**src/source/a2_card_pkg.sv**
```systemverilog
// ****************************
// Apple II card shared definitions
// Bus timing counts, slot decode constants and enums
// ****************************
`default_nettype none

package a2_card_pkg;

    // Logic clock cycles in one half of the 1.023 MHz bus period
    localparam int PHASE_COUNT = 24;

    // Point in Phi1 where the 6502 address and R/W have settled on the bus
    localparam int ADDR_SAMPLE_COUNT = 18;

    // Point in Phi0 where write data is stable, about 300 ns into the phase
    localparam int DATA_SAMPLE_COUNT = 15;

    // The phase counter stops here when Phi0 has stopped toggling
    localparam int SLEEP_COUNT = 63;

    // Slot the card is plugged into
    localparam int CARD_SLOT = 4;

    // The sixteen device-select bytes of a slot start at C080 + 16 * slot
    localparam logic [15:0] DEVSEL_BASE = 16'hC080 + 16'(16 * CARD_SLOT);

    // Bit 0 of this register drives the interrupt request line
    localparam logic [3:0] IRQ_REG = 4'd15;

    // Half of the bus cycle we are currently in
    typedef enum logic {
        PH_PHI1 = 1'b0,
        PH_PHI0 = 1'b1
    } bus_phase_e;

    // Decoded kind of the access that was just sampled
    typedef enum logic [1:0] {
        ACC_NONE  = 2'd0,
        ACC_READ  = 2'd1,
        ACC_WRITE = 2'd2
    } bus_access_e;

endpackage

`default_nettype wire

```
**src/source/a2bus_if.sv**
```systemverilog
// ****************************
// Apple II card internal interfaces
// Sampled bus bundle and synchronized control lines
// ****************************
`timescale 1ns/1ps
`default_nettype none

interface a2bus_if;
    import a2_card_pkg::*;

    // Logic clock, driven by the card top level
    logic       clk;
    // Latched address, data and R/W of the current bus cycle
    logic [15:0] addr;
    logic [7:0] data;
    logic       rw_n;
    // Current half of the bus cycle
    bus_phase_e phase;
    // One cycle pulse once the data byte of a bus cycle has been sampled
    logic       data_in_strobe;

    modport sampler (
        input  clk,
        output addr, data, rw_n, phase, data_in_strobe
    );

    modport decoder (
        input clk, addr, data, rw_n, phase, data_in_strobe
    );
endinterface

interface a2ctrl_if;
    // Bus control lines, already in the logic clock domain
    logic inh_n;
    logic rdy_n;
    logic dma_n;
    logic nmi_n;
    logic reset_n;

    modport source (output inh_n, rdy_n, dma_n, nmi_n, reset_n);
    modport sink (input inh_n, rdy_n, dma_n, nmi_n, reset_n);
endinterface

`default_nettype wire

```
**src/source/bus_sampler.sv**
```systemverilog
// ****************************
// Apple II bus sampler
// Tracks Phi0 and latches address and data at tuned counts
// ****************************
`timescale 1ns/1ps
`default_nettype none

module bus_sampler (
    a2bus_if.sampler   bus,
    input  logic        rst_n_i,
    input  logic        a2_phi0_i,
    input  logic [15:0] a2_a_i,
    input  logic [7:0]  a2_d_i,
    input  logic        a2_rw_n_i,
    output logic        sleep_o
);
    import a2_card_pkg::*;

    // Counter wide enough to hold the saturation value
    typedef logic [$clog2(SLEEP_COUNT + 1) - 1:0] cnt_t;

    logic [1:0]  phi0_sync_q;
    logic        phi0_q;
    logic        phi0_edge_w;
    cnt_t        phase_cnt_q;
    bus_phase_e  phase_w;
    logic        addr_sample_w;
    logic        data_sample_w;
    logic [15:0] addr_q;
    logic        rw_n_q;
    logic [7:0]  data_q;
    logic        strobe_q;

    // Phi0 is asynchronous to the logic clock, so it passes two flops first
    always_ff @(posedge bus.clk or negedge rst_n_i) begin
        if (!rst_n_i) begin
            phi0_sync_q <= 2'b00;
            phi0_q      <= 1'b0;
        end else begin
            phi0_sync_q <= {phi0_sync_q[0], a2_phi0_i};
            phi0_q      <= phi0_sync_q[1];
        end
    end

    // Either edge of Phi0 starts a new phase
    assign phi0_edge_w = phi0_sync_q[1] ^ phi0_q;

    // After an edge phi0_q already holds the new level, matching the zero count
    assign phase_w = phi0_q ? PH_PHI0 : PH_PHI1;

    // Cycles since the last phase change, held at the top when the bus stops
    always_ff @(posedge bus.clk or negedge rst_n_i) begin
        if (!rst_n_i) begin
            phase_cnt_q <= '0;
        end else if (phi0_edge_w) begin
            phase_cnt_q <= '0;
        end else if (phase_cnt_q != cnt_t'(SLEEP_COUNT)) begin
            phase_cnt_q <= phase_cnt_q + 1'b1;
        end
    end

    assign addr_sample_w = (phase_w == PH_PHI1) && (phase_cnt_q == cnt_t'(ADDR_SAMPLE_COUNT));
    assign data_sample_w = (phase_w == PH_PHI0) && (phase_cnt_q == cnt_t'(DATA_SAMPLE_COUNT));

    // Address and R/W hold from one Phi1 sample to the next
    // They start out as a read outside any slot so an early strobe decodes to nothing
    always_ff @(posedge bus.clk or negedge rst_n_i) begin
        if (!rst_n_i) begin
            addr_q <= '0;
            rw_n_q <= 1'b1;
        end else if (addr_sample_w) begin
            addr_q <= a2_a_i;
            rw_n_q <= a2_rw_n_i;
        end
    end

    // Only a write cycle carries data from the CPU
    always_ff @(posedge bus.clk) begin
        if (data_sample_w && !rw_n_q) begin
            data_q <= a2_d_i;
        end
    end

    // The strobe marks every bus cycle, reads included
    always_ff @(posedge bus.clk or negedge rst_n_i) begin
        if (!rst_n_i) begin
            strobe_q <= 1'b0;
        end else begin
            strobe_q <= data_sample_w;
        end
    end

    assign bus.addr           = addr_q;
    assign bus.rw_n           = rw_n_q;
    assign bus.data           = data_q;
    assign bus.phase          = phase_w;
    assign bus.data_in_strobe = strobe_q;

    // A counter parked at the top means Phi0 has gone quiet
    assign sleep_o = (phase_cnt_q == cnt_t'(SLEEP_COUNT));

endmodule

`default_nettype wire

```
**src/source/control_sync.sv**
```systemverilog
// ****************************
// Apple II control line synchronizer
// Also passes the priority daisy chains through
// ****************************
`timescale 1ns/1ps
`default_nettype none

module control_sync (
    input  logic clk_i,
    input  logic rst_n_i,
    a2ctrl_if.source ctrl,
    input  logic a2_inh_n_i,
    input  logic a2_rdy_n_i,
    input  logic a2_dma_n_i,
    input  logic a2_nmi_n_i,
    input  logic a2_reset_n_i,
    input  logic a2_int_in_n_i,
    input  logic a2_dma_in_n_i,
    output logic a2_int_out_n_o,
    output logic a2_dma_out_n_o
);

    logic [4:0] ctrl_pins_w;
    logic [4:0] meta_q;
    logic [4:0] sync_q;

    // Bit order is inh, rdy, dma, nmi, reset from high to low
    assign ctrl_pins_w = {a2_inh_n_i, a2_rdy_n_i, a2_dma_n_i, a2_nmi_n_i, a2_reset_n_i};

    // Two flops per line
    // All lines are active low, so they come out of reset released
    always_ff @(posedge clk_i or negedge rst_n_i) begin
        if (!rst_n_i) begin
            meta_q <= '1;
            sync_q <= '1;
        end else begin
            meta_q <= ctrl_pins_w;
            sync_q <= meta_q;
        end
    end

    assign ctrl.inh_n   = sync_q[4];
    assign ctrl.rdy_n   = sync_q[3];
    assign ctrl.dma_n   = sync_q[2];
    assign ctrl.nmi_n   = sync_q[1];
    assign ctrl.reset_n = sync_q[0];

    // The card never claims interrupt or DMA priority
    // Lower slots keep their place in the chain without any delay
    assign a2_int_out_n_o = a2_int_in_n_i;
    assign a2_dma_out_n_o = a2_dma_in_n_i;

endmodule

`default_nettype wire

```
**src/source/slot_decoder.sv**
```systemverilog
// ****************************
// Apple II device-select decoder
// Sixteen byte register file with interrupt request bit
// ****************************
`timescale 1ns/1ps
`default_nettype none

module slot_decoder (
    a2bus_if.decoder  bus,
    a2ctrl_if.sink    ctrl,
    input  logic       rst_n_i,
    input  logic [3:0] reg_sel_i,
    output logic [7:0] reg_rdata_o,
    output logic       reg_wr_o,
    output logic       dev_rd_o,
    output logic [3:0] reg_idx_o,
    output logic       irq_n_o
);
    import a2_card_pkg::*;

    logic        in_range_w;
    bus_access_e access_w;
    logic [7:0]  regs_q [16];
    logic        reg_wr_q;
    logic        dev_rd_q;
    logic [3:0]  reg_idx_q;

    // The base sits on a 16 byte boundary, so the upper 12 bits pick the slot
    assign in_range_w = (bus.addr[15:4] == DEVSEL_BASE[15:4]);

    // Classify the access once its data has been sampled
    // Nothing is decoded while the Apple is held in reset
    // A read with RDY low is a wait cycle that the CPU repeats, so it is skipped
    always_comb begin
        access_w = ACC_NONE;
        if (bus.data_in_strobe && ctrl.reset_n && in_range_w) begin
            if (!bus.rw_n) begin
                access_w = ACC_WRITE;
            end else if (ctrl.rdy_n) begin
                access_w = ACC_READ;
            end
        end
    end

    // Register file, wiped by either the card reset or the Apple reset line
    always_ff @(posedge bus.clk or negedge rst_n_i) begin
        if (!rst_n_i) begin
            for (int i = 0; i < 16; i++) begin
                regs_q[i] <= '0;
            end
        end else if (!ctrl.reset_n) begin
            for (int i = 0; i < 16; i++) begin
                regs_q[i] <= '0;
            end
        end else if (access_w == ACC_WRITE) begin
            regs_q[bus.addr[3:0]] <= bus.data;
        end
    end

    // Event pulses line up with the register update
    always_ff @(posedge bus.clk or negedge rst_n_i) begin
        if (!rst_n_i) begin
            reg_wr_q  <= 1'b0;
            dev_rd_q  <= 1'b0;
            reg_idx_q <= '0;
        end else begin
            reg_wr_q <= (access_w == ACC_WRITE);
            dev_rd_q <= (access_w == ACC_READ);
            if (access_w != ACC_NONE) begin
                reg_idx_q <= bus.addr[3:0];
            end
        end
    end

    assign reg_wr_o    = reg_wr_q;
    assign dev_rd_o    = dev_rd_q;
    assign reg_idx_o   = reg_idx_q;
    assign reg_rdata_o = regs_q[reg_sel_i];

    // Software raises the interrupt by setting bit 0 of the IRQ register
    assign irq_n_o = ~regs_q[IRQ_REG][0];

endmodule

`default_nettype wire

```
**src/source/a2_card_top.sv**
```systemverilog
// ****************************
// Apple II expansion card front end
// Joins sampler, control sync and slot decoder
// ****************************
`timescale 1ns/1ps
`default_nettype none

module a2_card_top (
    input  logic        a2bus_clk_i,
    input  logic        rst_n_i,
    // Apple II bus pins
    input  logic        a2_phi0_i,
    input  logic [15:0] a2_a_i,
    input  logic [7:0]  a2_d_i,
    input  logic        a2_rw_n_i,
    input  logic        a2_inh_n_i,
    input  logic        a2_rdy_n_i,
    input  logic        a2_dma_n_i,
    input  logic        a2_nmi_n_i,
    input  logic        a2_reset_n_i,
    input  logic        a2_int_in_n_i,
    input  logic        a2_dma_in_n_i,
    output logic        a2_int_out_n_o,
    output logic        a2_dma_out_n_o,
    // Card side
    input  logic [3:0]  reg_sel_i,
    output logic [7:0]  reg_rdata_o,
    output logic        reg_wr_o,
    output logic        dev_rd_o,
    output logic [3:0]  reg_idx_o,
    output logic        irq_n_o,
    output logic        sleep_o
);

    a2bus_if  bus_if ();
    a2ctrl_if ctrl_if ();

    // Every block runs on the same logic clock
    assign bus_if.clk = a2bus_clk_i;

    bus_sampler u_bus_sampler (
        .bus       (bus_if.sampler),
        .rst_n_i   (rst_n_i),
        .a2_phi0_i (a2_phi0_i),
        .a2_a_i    (a2_a_i),
        .a2_d_i    (a2_d_i),
        .a2_rw_n_i (a2_rw_n_i),
        .sleep_o   (sleep_o)
    );

    control_sync u_control_sync (
        .clk_i          (a2bus_clk_i),
        .rst_n_i        (rst_n_i),
        .ctrl           (ctrl_if.source),
        .a2_inh_n_i     (a2_inh_n_i),
        .a2_rdy_n_i     (a2_rdy_n_i),
        .a2_dma_n_i     (a2_dma_n_i),
        .a2_nmi_n_i     (a2_nmi_n_i),
        .a2_reset_n_i   (a2_reset_n_i),
        .a2_int_in_n_i  (a2_int_in_n_i),
        .a2_dma_in_n_i  (a2_dma_in_n_i),
        .a2_int_out_n_o (a2_int_out_n_o),
        .a2_dma_out_n_o (a2_dma_out_n_o)
    );

    slot_decoder u_slot_decoder (
        .bus         (bus_if.decoder),
        .ctrl        (ctrl_if.sink),
        .rst_n_i     (rst_n_i),
        .reg_sel_i   (reg_sel_i),
        .reg_rdata_o (reg_rdata_o),
        .reg_wr_o    (reg_wr_o),
        .dev_rd_o    (dev_rd_o),
        .reg_idx_o   (reg_idx_o),
        .irq_n_o     (irq_n_o)
    );

endmodule

`default_nettype wire

```
**config.mk**
```make
export PLATFORM = sky130hd
export DESIGN_NAME = a2_card_top
export DESIGN_NICKNAME = d
export VERILOG_FILES = /design/src/source/a2_card_pkg.sv /design/src/source/a2bus_if.sv /design/src/source/bus_sampler.sv /design/src/source/control_sync.sv /design/src/source/slot_decoder.sv /design/src/source/a2_card_top.sv
export SDC_FILE = /design/constraint.sdc
export NUM_CORES = 1
export LEC_CHECK = 0
export ABC_CLOCK_PERIOD_IN_PS = 2000
export BUFFER_PORTS_ARGS = -buffer_cell sky130_fd_sc_hd__clkbuf_2
export CAP_MARGIN = 0
export CORE_MARGIN = 4
export CORE_UTILIZATION = 40
export DETAILED_ROUTE_END_ITERATION = 8
export MAX_ROUTING_LAYER = met4
export PLACE_DENSITY = 0.62
export SLEW_MARGIN = 30
export SYNTH_ARGS = -nofsm -noshare
export SYNTH_HDL_FRONTEND = slang
export SYNTH_SLANG_ARGS = --single-unit
```
**constraint.sdc**
```tcl
create_clock -name a2bus_clk_i -period 2 [get_ports a2bus_clk_i]
set_input_delay 0.1 -clock a2bus_clk_i [delete_from_list [all_inputs] [get_ports a2bus_clk_i]]
set_output_delay 0.1 -clock a2bus_clk_i [all_outputs]
set_load 0.02 [all_outputs]
```
==> After elaboration in Yosys (flattened, before gate mapping) <==
Index checks and enable logic that the tools add are counted.
Widths: inputs -> output; s select.
{ "word_totals": {"regBits": 177, "inputBits": 39, "output_inout_bits": 18, "elab_cells": 68} }
{ "op_classes": {"addsub": 1, "magnitude_cmp": 3, "eq_ne": 8, "muxes": 14, "bitwise_logic": 5, "n_reduce_logical": 9} }
{ "ops": {"columns": ["op", "n"], "rows": [
  ["$mux 128", 2],
  ["$bwmux 128", 1],
  ["$bmux 8 s4", 1],
  ["$demux 8 s4", 1],
  ["$mux 8", 3],
  ["$eq 12x12->1 const B", 1],
  ["$mux 6", 2],
  ["$ge 5x5->1 const B", 2],
  ["$not 4->5", 2],
  ["$add 6x1->6 const B", 1],
  ["$eq 6x4->1 const B", 1],
  ["$eq 6x5->1 const B", 1],
  ["$eq 6x6->1 const B", 1],
  ["$logic_and 1x1->1", 6],
  ["$ne 6x6->1 const B", 1],
  ["$lt 5x1->1 const B", 1],
  ["$mux 2", 2],
  ["$reduce_bool 2->1", 2],
  ["$eq 2x1->1 const B", 1],
  ["$eq 2x2->1 const B", 1],
  ["$mux 1", 2],
  ["$ne 2x1->1 const B", 1],
  ["$not 1->1", 2],
  ["$logic_not 1->1", 1],
  ["$xor 1x1->1", 1]
]} }

==> Depth between registers and ports, before layout <==
{ "depth": {"ltp_word": 8, "mapped_depth": 6, "depth_no_buf": 5} }

==> Cells and area by module <==
From an unflattened synthesis, not the netlist that was laid out.
{ "unflattened": {"cells_unflattened": 652, "hier_area_um2": 8398.1} }
{ "by_module_without_submodules": {"columns": ["mod", "instances", "cells_each", "area_per_inst_um2", "seq_area_each_um2"], "rows": [
  ["slot_decoder", 1, 554, 6718.9, 3353.2],
  ["bus_sampler", 1, 86, 1401.3, 917.1],
  ["control_sync", 1, 12, 277.8, 262.8]
]} }

==> Worst setup path before layout <==
OpenSTA, ideal clock, no wires.
{ "synth_path": {"kind": "reg2reg", "startpoint": "register u_control_sync.sync_q[0]", "endpoint": "register u_slot_decoder.regs_q[112] in the netlist's numbering", "setup_ns": 0.080, "t_arrival_ns": 1.873, "required_time_ns": 1.920, "path_slack_ns": 0.047, "stages_incl_launch_ff": 6, "n_path_buf": 1, "period_less_slack_ns": 1.953, "cell_sequence": "dfstp_2 -> and4b_1 -> clkbuf_1 -> nand4_4 -> nor4_4 -> mux2i_1"} }
{ "synth_between": {"elab_chain_cells": 5, "word_cells_on_any_way": 6, "classes_between": "eq/ne (2); mux (2); reduce/logical (2)"} }
{ "synth_rtl": {"columns": ["element", "line", "source"], "rows": [
  ["start, declared", "control_sync.sv:25", "logic [4:0] sync_q;"],
  ["start signal, assigned", "control_sync.sv:38", "sync_q <= meta_q;"],
  ["$logic_and 1x1->1 (2 in series)", "slot_decoder.sv:36", "if (bus.data_in_strobe && ctrl.reset_n && in_range_w) begin"],
  ["$mux 2", "slot_decoder.sv:36", null],
  ["$eq 2x2->1", "slot_decoder.sv:55", "end else if (access_w == ACC_WRITE) begin"],
  ["$ne 2x1->1 (no source line)", null, null],
  ["end signal, assigned by index", "slot_decoder.sv:56", "regs_q[bus.addr[3:0]] <= bus.data;"],
  ["end, declared", "slot_decoder.sv:23", "logic [7:0] regs_q [16];"]
]} }
Several ways; a longest one is shown, not always the timed one.
A chain may end at the register's enable or synchronous reset.

==> Worst setup path in the final report <==
{ "layout_path": {"startpoint": "register u_slot_decoder.regs_q[0] in the netlist's numbering", "endpoint": "output port reg_rdata_o[0]"} }
{ "layout_between": {"elab_chain_cells": 3} }
{ "layout_rtl": {"columns": ["element", "line", "source"], "rows": [
  ["$bmux 8 s4", "slot_decoder.sv:78", "assign reg_rdata_o = regs_q[reg_sel_i];"],
  ["$mux 8 (implied by the code) (2 in series)", "slot_decoder.sv:78", null],
  ["end, declared", "a2_card_top.sv:27", "output logic [7:0] reg_rdata_o,"]
]} }
No other way between the ends. The select of a mux whose other input is x is not followed.

==> metrics <==
post-synth cell types 38; initial antenna violation count 0; initial drt markers 364; EDFF count, synth 8; Root Buffer clkbuf_16; Post-DRT Antenna Nets 0; worst clock skew 0.00758 ns; Detailed Place HPWL 12,000 um; Synth async-reset ratio 0.954; number of hold violations in the final report 0; core region area 19,500 sq um; RSZ-0062 raised after global routing false; post-synthesis area per instance 12.7 sq um; yosys warns 0; clock buffer depth 2; Mapped Cells 630; number of synthesized register bits 173; Overall Power 7.19 mW; max_cap viols 0; sequential element share of the synthesized area 0.549; Vias 5,293; Crit. End Element output port; Hold Path Class in2async; timing-limited maximum frequency 0.513 GHz; die width 149 um; final setup fails 0; vias in the first global route 5,720; Tightest Pin Transition 0.594 ns; crit start category flop; Primary FF master, synth dfrtp_1; FF-to-FF Start u_control_sync.sync_q[0]; most common cell after layout, fill and taps aside dfrtp_1; share of cells above drive strength 1 0.283; origin of the worst setup path u_slot_decoder.regs_q[0]; CTS Buf Count 17; CP Max Fanout 3; drt total wl 19,000 um; CTS tree done; TritonCTS Sinks 173; Filler cells 1,706; Layout area overhead 24.4%; Period minus WS final 1.95 ns; ANT cells 0; # port buffers 49; power density over the cells 725 nW/um^2; pin count of the biggest net entering global routing 137; most frequent cells in the layout 160 x dfrtp_1, 148 x nand2_1, 129 x mux2i_1; total gr overflow 0; clk_lat worst skew 0.42 ns; CP required 1.90 ns; DIE HEIGHT 149 um; peak supply drop 0.521 mV; run status finished, final reports clean; max-slew violations 0; via/cell ratio 5.24; die area 22,300 sq um; Mapped Area 7980 sq um; initial core utilization 0.408; CP Data Arrival Time 1.85 ns; drt first pass iters 4; # rows 51; leakage power 4.14 nW; Syn Nets 671; first-pass GRT wire length 31,100 um; Max H-tree Level 4; Max transition margin 0.604; Worst-path clk slew 0.07 ns; worst setup path class reg2out; FF-to-FF path depth 6; Residual DRC 0; final worst-path cycle share 0.975; drt wl/cell 18.8 um; CP Capture Point reg_rdata_o[0]; num ports 57; RD Place Congestion 0.778; Final nets 773; GRT Util Overall 0.186; reg-to-reg endpoint u_slot_decoder.regs_q[21]; Finished Core Util 0.508; R2R setup slack 0.10 ns
kinds of logic after synthesis:
logic type | after synthesis | synth area share
AOI/OAI and AO/OA | 23 | 0.0210
xor gates and xnor gates | 2 | 0.00220
adders and majority gates | 2 | 0.00314
buffers and inverters | 46 | 0.0232
DFF | 173 | 0.549
muxes | 182 | 0.282
and+or+nand+nor | 202 | 0.120
worst min path at each step:
stage                                      endpoint  slack [ns]  cells after the start  startpoint
after floorplan           u_bus_sampler.bus.addr[0]       -0.20                      0     rst_n_i
after global placement    u_slot_decoder.regs_q[58]        0.03                      1     rst_n_i
after detailed placement  u_slot_decoder.regs_q[61]        0.04                      1     rst_n_i
after CTS                 u_slot_decoder.regs_q[61]        0.16                      2     rst_n_i
after global routing      u_slot_decoder.regs_q[61]        0.17                      2     rst_n_i
final                     u_slot_decoder.regs_q[61]        0.15                      2     rst_n_i
sequential cells by signal, indices dropped and copies added (netlist names):
register / flops
u_slot_decoder.regs_q: 128
u_bus_sampler.bus.addr: 16
u_bus_sampler.bus.data: 8
u_bus_sampler.phase_cnt_q: 6
u_slot_decoder.reg_idx_o: 4
u_bus_sampler.phi0_sync_q: 2
u_control_sync.meta_q: 2
u_control_sync.sync_q: 2
u_bus_sampler.bus.data_in_strobe: 1
u_bus_sampler.bus.rw_n: 1
u_bus_sampler.phi0_q: 1
u_slot_decoder.dev_rd_o: 1
u_slot_decoder.reg_wr_o: 1
layout make-up:
class	instances	area [sq um]	area share
clock inverter	9	85.1	0.00858
timing repair buffer	123	1140	0.115
sequential	173	4380	0.441
clock buffer	23	488	0.0492
tap	265	332	0.0334
multi-input combinational	411	3470	0.350
inverter	6	22.5	0.00227
repair_timing:
item / 4_1_cts / 5_1_grt
pin swaps: 2 / 7
setup buffers: 1 / 4
hold buffers: 29 / 0
endpoints found under the setup margin: 7 / 96
gates resized for setup: 2 / 14
endpoints found under the hold margin: 106 / 0
stage by stage:
stage	TNS, ns	hold slack, ns	cell area, sq um	cells	setup slack (ns)
3_3_place_gp	0	0.0337	8960	944	0.0651
3_5_place_dp	-0.00584	0.0432	8960	944	-0.00489
6_report	0	0.146	9920	1010	0.0508
4_1_cts	0	0.156	9840	1006	0.00602
2_1_floorplan	0	-0.196	7980	630	0.0473
5_1_grt	0	0.171	9920	1010	0.00185
synth_stat cells (5+ instances only):
cell	number	share of area
dfrtp_1	160	0.50
a22oi_1	16	0.015
buf_1	5	0.0024
mux2i_1	129	0.16
nand3_1	6	0.0038
mux2_2	21	0.030
edfxtp_1	8	0.030
inv_1	6	0.0028
clkbuf_1	29	0.014
dfstp_2	5	0.016
nor2_1	10	0.0047
nand2_1	149	0.070
nor2_2	12	0.0094
mux4_2	32	0.090
worst max-delay path, cell delays in order, from the launching register on:
cell,delay (ns)
dfrtp_1,0.40
mux4_2,0.49
a22oi_2,0.29
nand2_2,0.10
buf_6,0.15
per-layer routing:
| layer | GRT usage | part of all wire | routed length [um] | vias up |
|---|---|---|---|---|
| li1 | - | - | - | 2421 |
| met1 | 0.247 | 0.46 | 8680 | 2738 |
| met2 | 0.290 | 0.48 | 9160 | 115 |
| met3 | 0.0380 | 0.044 | 833 | 19 |
| met4 | 0.0554 | 0.016 | 306 | 0 |
| met5 | - | 0 | 0 | - |
where the power goes:
part | total, mW | switching, mW | internal, mW | leakage [nW]
clock | 3.20 | 1.35 | 1.85 | 0.276
sequential | 3.60 | 0.0377 | 3.56 | 2.31
combinational | 0.394 | 0.236 | 0.158 | 1.55
total | 7.19 | 1.62 | 5.57 | 4.14
Power figures use the tool's default switching activity.
